[config.mk]
export PLATFORM = sky130hd
export DESIGN_NAME = rom_subsys
export DESIGN_NICKNAME = d
export VERILOG_FILES = /design/src/rom_pkg.sv /design/src/rom_arbiter.sv /design/src/rom_cache.sv /design/src/rom_subsys.sv /design/src/sdram_seq.sv
export SDC_FILE = /design/constraint.sdc
export NUM_CORES = 1
export LEC_CHECK = 0
export BUFFER_PORTS_ARGS = -buffer_cell sky130_fd_sc_hd__buf_2
export CORE_ASPECT_RATIO = 1.75
export CORE_MARGIN = 2
export CORE_UTILIZATION = 50
export DETAILED_ROUTE_END_ITERATION = 16
export GPL_TIMING_DRIVEN = 0
export PLACE_DENSITY = 0.77
export RECOVER_POWER = 25
export SLEW_MARGIN = 20
export SYNTH_ARGS = -nofsm -noshare
export SYNTH_HDL_FRONTEND = slang
export SYNTH_SLANG_ARGS = --single-unit
[constraint.sdc]
create_clock -name clk -period 7.4 [get_ports clk]
set_input_delay 0.37 -clock clk [delete_from_list [all_inputs] [get_ports clk]]
set_output_delay 0.37 -clock clk [all_outputs]
set_load 0.01 [all_outputs]
[src/rom_pkg.sv]
package rom_pkg;

    // sdram geometry, one 32 bit word per address
    localparam int SDRAM_AW = 22;   // word address bits
    localparam int SDRAM_DW = 32;   // read data bits

    // object rom lives above the 32 kB cpu rom
    localparam logic [SDRAM_AW-1:0] OBJ_OFFSET = 22'd16384;

    // sdram timing, all in clk cycles
    localparam int T_RCD   = 2;     // act to read
    localparam int CAS_LAT = 2;     // read to data on mem_dq
    localparam int T_RP    = 2;     // precharge back to idle
    localparam int T_RFC   = 6;     // auto refresh length

    // refresh demand every 64 cycles
    localparam logic [7:0] REFRESH_PERIOD = 8'd64;

    // sequencer wait counter must hold the longest wait
    localparam int WAIT_W = $clog2(T_RFC + 1);

    // ready shift register length
    localparam int READY_DELAY = 4;

    // command on the memory side, one cycle each
    typedef enum logic [2:0] {
        NOP  = 3'd0,
        ACT  = 3'd1,    // open row
        READ = 3'd2,    // column read
        PRE  = 3'd3,    // close row
        REF  = 3'd4     // auto refresh
    } sdram_cmd_e;

    // sequencer states
    typedef enum logic [2:0] {
        IDLE      = 3'd0,
        ACTIVE    = 3'd1,   // waiting t_rcd after act
        RD        = 3'd2,   // read on the bus
        WAIT_DATA = 3'd3,   // cas latency
        PRECHG    = 3'd4,   // t_rp after pre
        REFRESH   = 3'd5    // t_rfc after ref
    } seq_state_e;

endpackage

[src/rom_arbiter.sv]
module rom_arbiter (
    input  logic                         clk,
    input  logic                         rst_n,
    input  logic                         downloading,
    input  logic                         loop_rst,
    input  logic [14:0]                  main_addr,   // cpu byte address
    input  logic                         main_cs,
    input  logic [12:0]                  obj_addr,    // object word address
    input  logic                         obj_cs,
    input  logic                         sdram_ack,
    input  logic                         data_rdy,
    input  logic [rom_pkg::SDRAM_DW-1:0] data_read,
    output logic [7:0]                   main_dout,
    output logic                         main_ok,
    output logic [31:0]                  obj_dout,
    output logic                         obj_ok,
    output logic                         ready,
    output logic                         sdram_req,
    output logic [rom_pkg::SDRAM_AW-1:0] sdram_addr,
    output logic                         refresh_en
);
    import rom_pkg::*;

    logic                   path_rst_n;     // any of the three resets
    logic [READY_DELAY-1:0] ready_cnt;
    logic [1:0]             data_sel;       // request in flight, 1 obj, 0 cpu
    logic                   main_req;
    logic                   obj_req;
    logic [14:0]            main_addr_req;
    logic [12:0]            obj_addr_req;
    logic [1:0]             valid_req;
    logic                   accept;
    logic [SDRAM_AW-1:0]    obj_word;
    logic [SDRAM_AW-1:0]    main_word;

    // download rewrites the rom, caches start empty afterwards
    assign path_rst_n = rst_n && !loop_rst && !downloading;

    // refresh only steals cycles while the cpu runs from its cache
    // cached word is stale once the path is held in reset
    assign refresh_en = path_rst_n && main_cs && main_ok;

    rom_cache #(
        .AW        (15),
        .DW        (8),
        .INVERT_A0 (1'b1)
    ) u_main (
        .clk      (clk),
        .rst_n    (path_rst_n),
        .addr     (main_addr),
        .cs       (main_cs),
        .din      (data_read),
        .din_ok   (data_rdy),
        .we       (data_sel[0]),
        .addr_req (main_addr_req),
        .dout     (main_dout),
        .data_ok  (main_ok),
        .req      (main_req)
    );

    rom_cache #(
        .AW (13),
        .DW (32)
    ) u_obj (
        .clk      (clk),
        .rst_n    (path_rst_n),
        .addr     (obj_addr),
        .cs       (obj_cs),
        .din      (data_read),
        .din_ok   (data_rdy),
        .we       (data_sel[1]),
        .addr_req (obj_addr_req),
        .dout     (obj_dout),
        .data_ok  (obj_ok),
        .req      (obj_req)
    );

    // requests already in flight are not candidates
    assign valid_req = {obj_req, main_req} & ~data_sel;

    // new grant only when idle or as the current word returns
    // held off until ready so a read started before reset drains first
    assign accept = ready && ((data_sel == 2'b00) || data_rdy);

    // object rom packs two 16 bit words per entry
    assign obj_word  = OBJ_OFFSET + SDRAM_AW'({obj_addr_req, 1'b0});
    assign main_word = SDRAM_AW'(main_addr_req[14:1]);  // two bytes per word

    always_ff @(posedge clk) begin
        if (!path_rst_n) begin
            ready_cnt <= '0;
            ready     <= 1'b0;
            sdram_req <= 1'b0;
            data_sel  <= 2'b00;
        end else begin
            {ready, ready_cnt} <= {ready_cnt, 1'b1};   // ones shift towards ready
            if (sdram_ack)
                sdram_req <= 1'b0;                      // sequencer has the address
            if (accept) begin
                sdram_req <= |valid_req;
                if (valid_req[1])
                    data_sel <= 2'b10;                  // object port first
                else if (valid_req[0])
                    data_sel <= 2'b01;
                else
                    data_sel <= 2'b00;
            end
        end
    end

    // address follows the grant decision
    always_ff @(posedge clk) begin
        if (accept && valid_req[1])
            sdram_addr <= obj_word;
        else if (accept && valid_req[0])
            sdram_addr <= main_word;
    end

    // both caches see din_ok, only one may take it
    a_sel_onehot: assert property (@(posedge clk) disable iff (!path_rst_n)
        !(&data_sel));

endmodule

[src/rom_cache.sv]
module rom_cache #(
    parameter int AW        = 15,   // address width of the port
    parameter int DW        = 8,    // 8 or 32
    parameter bit INVERT_A0 = 1'b0  // swap byte order within the half word
) (
    input  logic                         clk,
    input  logic                         rst_n,
    input  logic [AW-1:0]                addr,
    input  logic                         cs,
    input  logic [rom_pkg::SDRAM_DW-1:0] din,
    input  logic                         din_ok,
    input  logic                         we,
    output logic [AW-1:0]                addr_req,
    output logic [DW-1:0]                dout,
    output logic                         data_ok,
    output logic                         req
);
    import rom_pkg::*;

    logic [AW-1:0]       cached_q;  // address of the word held
    logic [AW-1:0]       pend_q;    // address the arbiter is fetching
    logic                valid_q;
    logic [SDRAM_DW-1:0] data_q;
    logic                hit;
    logic                capture;

    // single entry compare, no latency on a hit
    assign hit      = valid_q && (cached_q == addr);
    assign data_ok  = cs && hit;
    assign req      = cs && !hit;       // miss keeps asking until served
    assign addr_req = addr;             // arbiter samples this on grant
    assign capture  = we && din_ok;

    // we goes high the cycle after the grant edge
    // so pend_q already holds the granted address when we rises
    always_ff @(posedge clk) begin
        if (!we)
            pend_q <= addr;
    end

    always_ff @(posedge clk) begin
        if (!rst_n) begin
            valid_q <= 1'b0;
        end else if (capture) begin
            valid_q <= 1'b1;
        end
    end

    // word and its tag, tag is the fetched address
    // a moved cpu address simply misses again afterwards
    always_ff @(posedge clk) begin
        if (capture) begin
            data_q   <= din;
            cached_q <= pend_q;
        end
    end

    generate
        if (DW == 8) begin : g_byte
            logic lo_byte;

            // only the low half word carries rom data
            assign lo_byte = addr[0] ^ INVERT_A0;
            assign dout    = lo_byte ? data_q[7:0] : data_q[15:8];
        end else begin : g_word
            assign dout = data_q[DW-1:0];   // full word port
        end
    endgenerate

    // a fetch is only granted on a miss, so the returning word
    // must never land on a tag that already matches
    a_no_refetch: assert property (@(posedge clk) disable iff (!rst_n)
        capture |-> !(valid_q && (cached_q == pend_q)));

endmodule

[src/rom_subsys.sv]
module rom_subsys (
    input  logic                         clk,
    input  logic                         rst_n,
    input  logic                         downloading,
    input  logic                         loop_rst,
    input  logic [14:0]                  main_addr,
    input  logic                         main_cs,
    input  logic [12:0]                  obj_addr,
    input  logic                         obj_cs,
    input  logic [rom_pkg::SDRAM_DW-1:0] mem_dq,
    output logic [7:0]                   main_dout,
    output logic                         main_ok,
    output logic [31:0]                  obj_dout,
    output logic                         obj_ok,
    output logic                         ready,
    output rom_pkg::sdram_cmd_e          mem_cmd,
    output logic [rom_pkg::SDRAM_AW-1:0] mem_addr
);
    import rom_pkg::*;

    // arbiter to sequencer
    logic                sdram_req;
    logic [SDRAM_AW-1:0] sdram_addr;
    logic                sdram_ack;
    logic                data_rdy;     // one cycle, with data_read
    logic [SDRAM_DW-1:0] data_read;
    logic                refresh_en;

    rom_arbiter u_arb (
        .clk         (clk),
        .rst_n       (rst_n),
        .downloading (downloading),
        .loop_rst    (loop_rst),
        .main_addr   (main_addr),
        .main_cs     (main_cs),
        .obj_addr    (obj_addr),
        .obj_cs      (obj_cs),
        .sdram_ack   (sdram_ack),
        .data_rdy    (data_rdy),
        .data_read   (data_read),
        .main_dout   (main_dout),
        .main_ok     (main_ok),
        .obj_dout    (obj_dout),
        .obj_ok      (obj_ok),
        .ready       (ready),
        .sdram_req   (sdram_req),
        .sdram_addr  (sdram_addr),
        .refresh_en  (refresh_en)
    );

    sdram_seq u_seq (
        .clk        (clk),
        .rst_n      (rst_n),
        .sdram_req  (sdram_req),
        .sdram_addr (sdram_addr),
        .refresh_en (refresh_en),
        .mem_dq     (mem_dq),
        .sdram_ack  (sdram_ack),
        .data_rdy   (data_rdy),
        .data_read  (data_read),
        .mem_cmd    (mem_cmd),
        .mem_addr   (mem_addr)
    );

endmodule

[src/sdram_seq.sv]
module sdram_seq (
    input  logic                         clk,
    input  logic                         rst_n,
    input  logic                         sdram_req,
    input  logic [rom_pkg::SDRAM_AW-1:0] sdram_addr,
    input  logic                         refresh_en,
    input  logic [rom_pkg::SDRAM_DW-1:0] mem_dq,
    output logic                         sdram_ack,
    output logic                         data_rdy,
    output logic [rom_pkg::SDRAM_DW-1:0] data_read,
    output rom_pkg::sdram_cmd_e          mem_cmd,
    output logic [rom_pkg::SDRAM_AW-1:0] mem_addr
);
    import rom_pkg::*;

    seq_state_e                       state_q;
    logic [WAIT_W-1:0]                wait_cnt;   // counts down to zero
    logic [$bits(REFRESH_PERIOD)-1:0] ref_cnt;
    logic                             ref_pend;   // refresh owed
    logic                             wait_done;
    logic                             take_ref;
    logic                             take_req;
    logic                             data_cap;

    assign wait_done = (wait_cnt == '0);

    // refresh beats a waiting read, but only when allowed
    assign take_ref = (state_q == IDLE) && ref_pend && refresh_en;
    assign take_req = (state_q == IDLE) && !take_ref && sdram_req;

    // mem_dq is sampled on the CAS_LAT-th edge after the READ edge
    assign data_cap = (state_q == WAIT_DATA) && wait_done;

    always_ff @(posedge clk) begin
        if (!rst_n) begin
            ref_cnt  <= '0;
            ref_pend <= 1'b0;
        end else begin
            if (take_ref)
                ref_pend <= 1'b0;
            if (ref_cnt == REFRESH_PERIOD - 8'd1) begin
                ref_cnt  <= '0;
                ref_pend <= 1'b1;                       // new demand wins over clear
            end else begin
                ref_cnt <= ref_cnt + 1'b1;
            end
        end
    end

    always_ff @(posedge clk) begin
        if (!rst_n) begin
            state_q   <= IDLE;
            wait_cnt  <= '0;
            mem_cmd   <= NOP;
            sdram_ack <= 1'b0;
            data_rdy  <= 1'b0;
        end else begin
            mem_cmd   <= NOP;                           // commands last one cycle
            sdram_ack <= 1'b0;
            data_rdy  <= 1'b0;
            if (!wait_done)
                wait_cnt <= wait_cnt - 1'b1;
            case (state_q)
                IDLE: begin
                    if (take_ref) begin
                        mem_cmd  <= REF;
                        wait_cnt <= WAIT_W'(T_RFC - 1);
                        state_q  <= REFRESH;
                    end else if (take_req) begin
                        mem_cmd   <= ACT;               // row open, address latched below
                        sdram_ack <= 1'b1;
                        wait_cnt  <= WAIT_W'(T_RCD - 1);
                        state_q   <= ACTIVE;
                    end
                end
                ACTIVE: begin
                    if (wait_done) begin
                        mem_cmd <= READ;                // t_rcd after act
                        state_q <= RD;
                    end
                end
                RD: begin
                    // one cycle here already counts towards cas latency
                    wait_cnt <= WAIT_W'(CAS_LAT - 2);
                    state_q  <= WAIT_DATA;
                end
                WAIT_DATA: begin
                    if (wait_done) begin
                        data_rdy <= 1'b1;               // word out with data_read
                        mem_cmd  <= PRE;
                        wait_cnt <= WAIT_W'(T_RP - 1);
                        state_q  <= PRECHG;
                    end
                end
                PRECHG: begin
                    if (wait_done)
                        state_q <= IDLE;
                end
                REFRESH: begin
                    if (wait_done)
                        state_q <= IDLE;                // t_rfc elapsed
                end
                default: state_q <= IDLE;
            endcase
        end
    end

    // address and data words, no reset needed
    always_ff @(posedge clk) begin
        if (take_req)
            mem_addr <= sdram_addr;                     // held through act and read
        if (data_cap)
            data_read <= mem_dq;
    end

    // arbiter drops sdram_req on a single ack
    a_ack_pulse: assert property (@(posedge clk) disable iff (!rst_n)
        sdram_ack |=> !sdram_ack);

    a_read_path: assert property (@(posedge clk) disable iff (!rst_n)
        (mem_cmd == READ) |-> ((state_q == RD) && ($past(state_q) == ACTIVE)));

    // fixed cas latency seen by the arbiter
    a_data_lat: assert property (@(posedge clk) disable iff (!rst_n)
        (mem_cmd == READ) |-> ##CAS_LAT data_rdy);

endmodule

==> impl_metrics.py <==
metrics = {
    "run_status": {
        "outcome": "finished clean",
    },
    "route": {
        "drt_iter0_markers": 258,
        "totalWireLength_um": 12100,
        "dr_total_vias": 3670,
        "viasPerCell": 5.06,
        "antenna_left": 0,
        "avgRoutedWirePerCell_um": 16.6,
        "route.detailed.drc": 0,
        "drt-pass1-iter-count": 4,
    },
    "clocking": {
        "cts.sinks": 196,
        "holdBufCountCts": 0,
        "clk_pin_slew_ns": 0.07,
        "insertion_delay_ns": 0.42,
        "cts_max_level": 4,
        "cts_tree": "done",
        "cts_setup_buffers": 0,
        "cts.path.max_buffers": 2,
        "cts-resized-gates": 0,
        "ctsRootBufferMaster": "clkbuf_16",
        "cts_buffers": 17,
    },
    "logic_synthesis": {
        "async_reset_ff_share_pct": 0,
        "yosysTopAreaCell": "edfxtp_1",
        "synth_seq_area_share_pct": 80.5,
        "avgSynthCellArea_um2": 18.3,
        "synth_top_area_share_pct": 71.8,
        "syn_inst": 380,
        "synth_edf_count": 166,
        "synth_ff_type": "edfxtp_1",
        "synth-seq-cells": 196,
        "synth_cell_types": 45,
        "ys_warn_count": 0,
        "synthTopCellsByArea": "edfxtp_1 (72%), dfxtp_1 (8.7%), xnor2_1 (3.7%), mux2_2 (2.6%), mux2_4 (1.1%)",
        "netlist_area_um2": 6940,
    },
    "worst_setup_path": {
        "reg2reg_from": "u_arb.data_sel[1]$_SDFFE_PP0P_",
        "cp_top_family": "simple AND/OR/NAND/NOR gates",
        "crit_type": "flip-flop to flip-flop",
        "worst_path_largest_cell_delay_ns": 0.57,
        "reg2reg_depth": 5,
        "cp.required_ns": 7.44,
        "crit_slowest_cell": "or2_1",
        "worstPathArrival_ns": 2.81,
        "path_buf_inv": 2,
        "path_cells": "inv_1 > nand2_1 > nor3_4 > buf_6 > or2_1",
        "r2r_end": "u_arb.sdram_addr[6]$_DFFE_PP_",
        "worstSetupStartpointType": "flip-flop",
        "endpoint_kind": "flip-flop",
        "r2r_slack_ns": 4.64,
        "crit_path_max_fanout": 15,
    },
    "pwr": {
        "p_int_w": 0.00173,
        "seq_power_share_pct": 55.4,
        "p_leak_nw": 3.07,
        "combPwrFrac_pct": 4.6,
        "ir_worst_vdd_mv": 0.166,
        "pwr-share-clk_pct": 40.0,
        "power_switching_share_pct": 21.1,
        "netSwitchingPower_w": 0.000461,
        "p_per_area_nw_per_um2": 260,
    },
    "cells_and_area": {
        "drive_gt1_share_pct": 31.3,
        "multi_input_area_um2": 1250,
        "final_cell_mix": "edfxtp_1 (166), buf_2 (98), clkbuf_1 (35)",
        "nNetsFinal": 606,
        "final_common_cell": "edfxtp_1",
        "area_growth_pct": 21.4,
        "fin_area_um2": 8420,
        "seq_area_um2": 5590,
        "utilization_pct": 61.5,
        "diodes": 0,
        "n_fill_cell": 1021,
    },
    "min_path": {
        "hold_depth": 1,
        "hp-start": "mem_dq[23]",
        "hold_path_end": "u_seq.data_read[23]$_DFFE_PP_",
        "hold_class": "primary input to flip-flop",
    },
    "run": {
        "max_cap_violations": 0,
    },
    "timing": {
        "worstMarginPinSlew_ns": 0.776,
        "fin_crit_sh_pct": 37.3,
        "max_slew_margin_pct": 48.3,
        "finalCriticalPeriod_ns": 2.76,
        "setup_viol": 0,
        "max_freq_ghz": 0.362,
        "drv_slew": 0,
        "fin_setup_tns_ns": 0,
        "hold_viol": 0,
        "rsz0062_at_grt": "false",
        "fin_skew_ns": 0.0169,
    },
    "floorplanning": {
        "dieHeight_um": 160,
        "die_area_um2": 14900,
        "io_pins": 134,
        "die-width_um": 93.0,
        "core_um2": 13700,
        "row_count": 57,
        "initial_core_util_pct": 50.7,
    },
    "global_route": {
        "grtUsageTotal_pct": 16.9,
        "grt_pass1_vias": 3793,
        "grt_pass1_wl_um": 18700,
        "globalRouteOverflowTotal": 0,
        "antenna_found_initial": 0,
        "grt_max_degree": 29,
    },
    "placed_design": {
        "dp_hpwl_um": 8800,
        "io_buffers": 126,
        "place_area_um2": 7880,
        "gp_congestion": 0.887,
    },
}
[synthesized netlist by cell type (2+ instances only)]
cell type    n
a21oi_1      6
and2_1      10
and3_1       7
and3b_1      2
buf_4        7
buf_6        2
clkbuf_1     5
dfxtp_1     30
edfxtp_1   166
ha_1         4
inv_1        9
mux2_2      16
mux2_4       5
nand2_1     12
nand3_1      6
nand4_1      8
nor2_1      11
nor2b_1      2
nor3_1       3
nor3b_1      3
o21a_1       3
o21ai_0      8
xnor2_1     29
xor2_1       5
[registers in the layout, summed over array words and instances, names as in the netlist, 4 cells and up]
register,flops
u_arb.u_obj.cached_q,13
u_seq.mem_addr,15
u_arb.sdram_addr,15
u_seq.ref_cnt,8
u_seq.data_read,32
u_arb.u_obj.pend_q,13
u_arb.ready_cnt,4
u_arb.u_obj.dout,32
u_arb.u_main.pend_q,15
u_arb.u_main.data_q,16
u_arb.u_main.cached_q,15
[cells by family (layout without fill, tap and decap cells)]
family	Yosys count	after routing	share of synthesized area (%)
DFF	196	196	80.5
and+or+nand+nor	72	72	6.04
xor gates and xnor gates	35	35	4.53
AOI/OAI and AO/OA	27	27	2.49
buffers and inverters	23	186	1.84
muxes	22	22	3.82
adders and majority gates	4	4	0.721
other	1	7	0.0541
[power groups by stage]
stage | combinational (W) | clock, W | sequential (W)
floorplan | 0.0000618 | 0 | 0.00123
global placement | 0.0000953 | 0 | 0.00124
detailed placement | 0.000101 | 0 | 0.00124
CTS | 0.000102 | 0.000899 | 0.00121
global route | 0.000111 | 0.000944 | 0.00121
finish | 0.0000999 | 0.000876 | 0.00121
[per-stage QoR]
step	total power (W)	std cells	worst slack [ns]	hold WS, ns
5_1_grt	0.00227	726	4.50	0.0931
3_5_place_dp	0.00134	694	4.67	0.405
4_1_cts	0.00221	726	4.64	0.105
3_3_place_gp	0.00133	689	2.82	0.401
6_report	0.00219	726	4.64	0.122
2_1_floorplan	0.00130	386	3.82	0.400
[cell type report]
cell class	count	share of cell area, %
buffer	14	1.11
clock buffer	19	5.14
clock inverter	13	1.71
inverter	9	0.401
multi-input combinational	167	14.9
sequential	196	66.3
tap	177	2.63
timing repair buffer	131	7.81
[worst reg2reg max path: stages (launching register included)]
cell,delay (ns)
dfxtp_1,0.33
inv_1,0.44
nand2_1,0.24
nor3_4,0.55
buf_6,0.25
or2_1,0.57
[how the worst max path moves through the flow]
stage,from,end,slack [ns],cells past startpoint
after detailed placement,u_arb.data_sel[1]$_SDFFE_PP0P_,u_arb.sdram_addr[7]$_DFFE_PP_,4.67,5
after global placement,u_seq.wait_cnt[0]$_SDFF_PN0_,u_seq.state_q[2]$_SDFFE_PN0P_,2.82,7
final,u_arb.data_sel[1]$_SDFFE_PP0P_,u_arb.sdram_addr[6]$_DFFE_PP_,4.64,5
after global routing,u_arb.data_sel[1]$_SDFFE_PP0P_,u_arb.sdram_addr[5]$_DFFE_PP_,4.50,5
after floorplan,u_seq.wait_cnt[0]$_SDFF_PN0_,u_seq.state_q[2]$_SDFFE_PN0P_,3.82,7
after CTS,u_arb.data_sel[1]$_SDFFE_PP0P_,u_arb.sdram_addr[5]$_DFFE_PP_,4.64,5
[layer usage]
layer	routed length (um)	global-route usage, %	share of wire (%)	up-vias
li1	-	-	-	1722
met1	4350	17.5	36	1809
met2	6880	31.5	57	124
met3	636	4.86	5.3	15
met4	192	6.22	1.6	0
met5	0	0	0	-
Power figures use the tool's default switching activity.
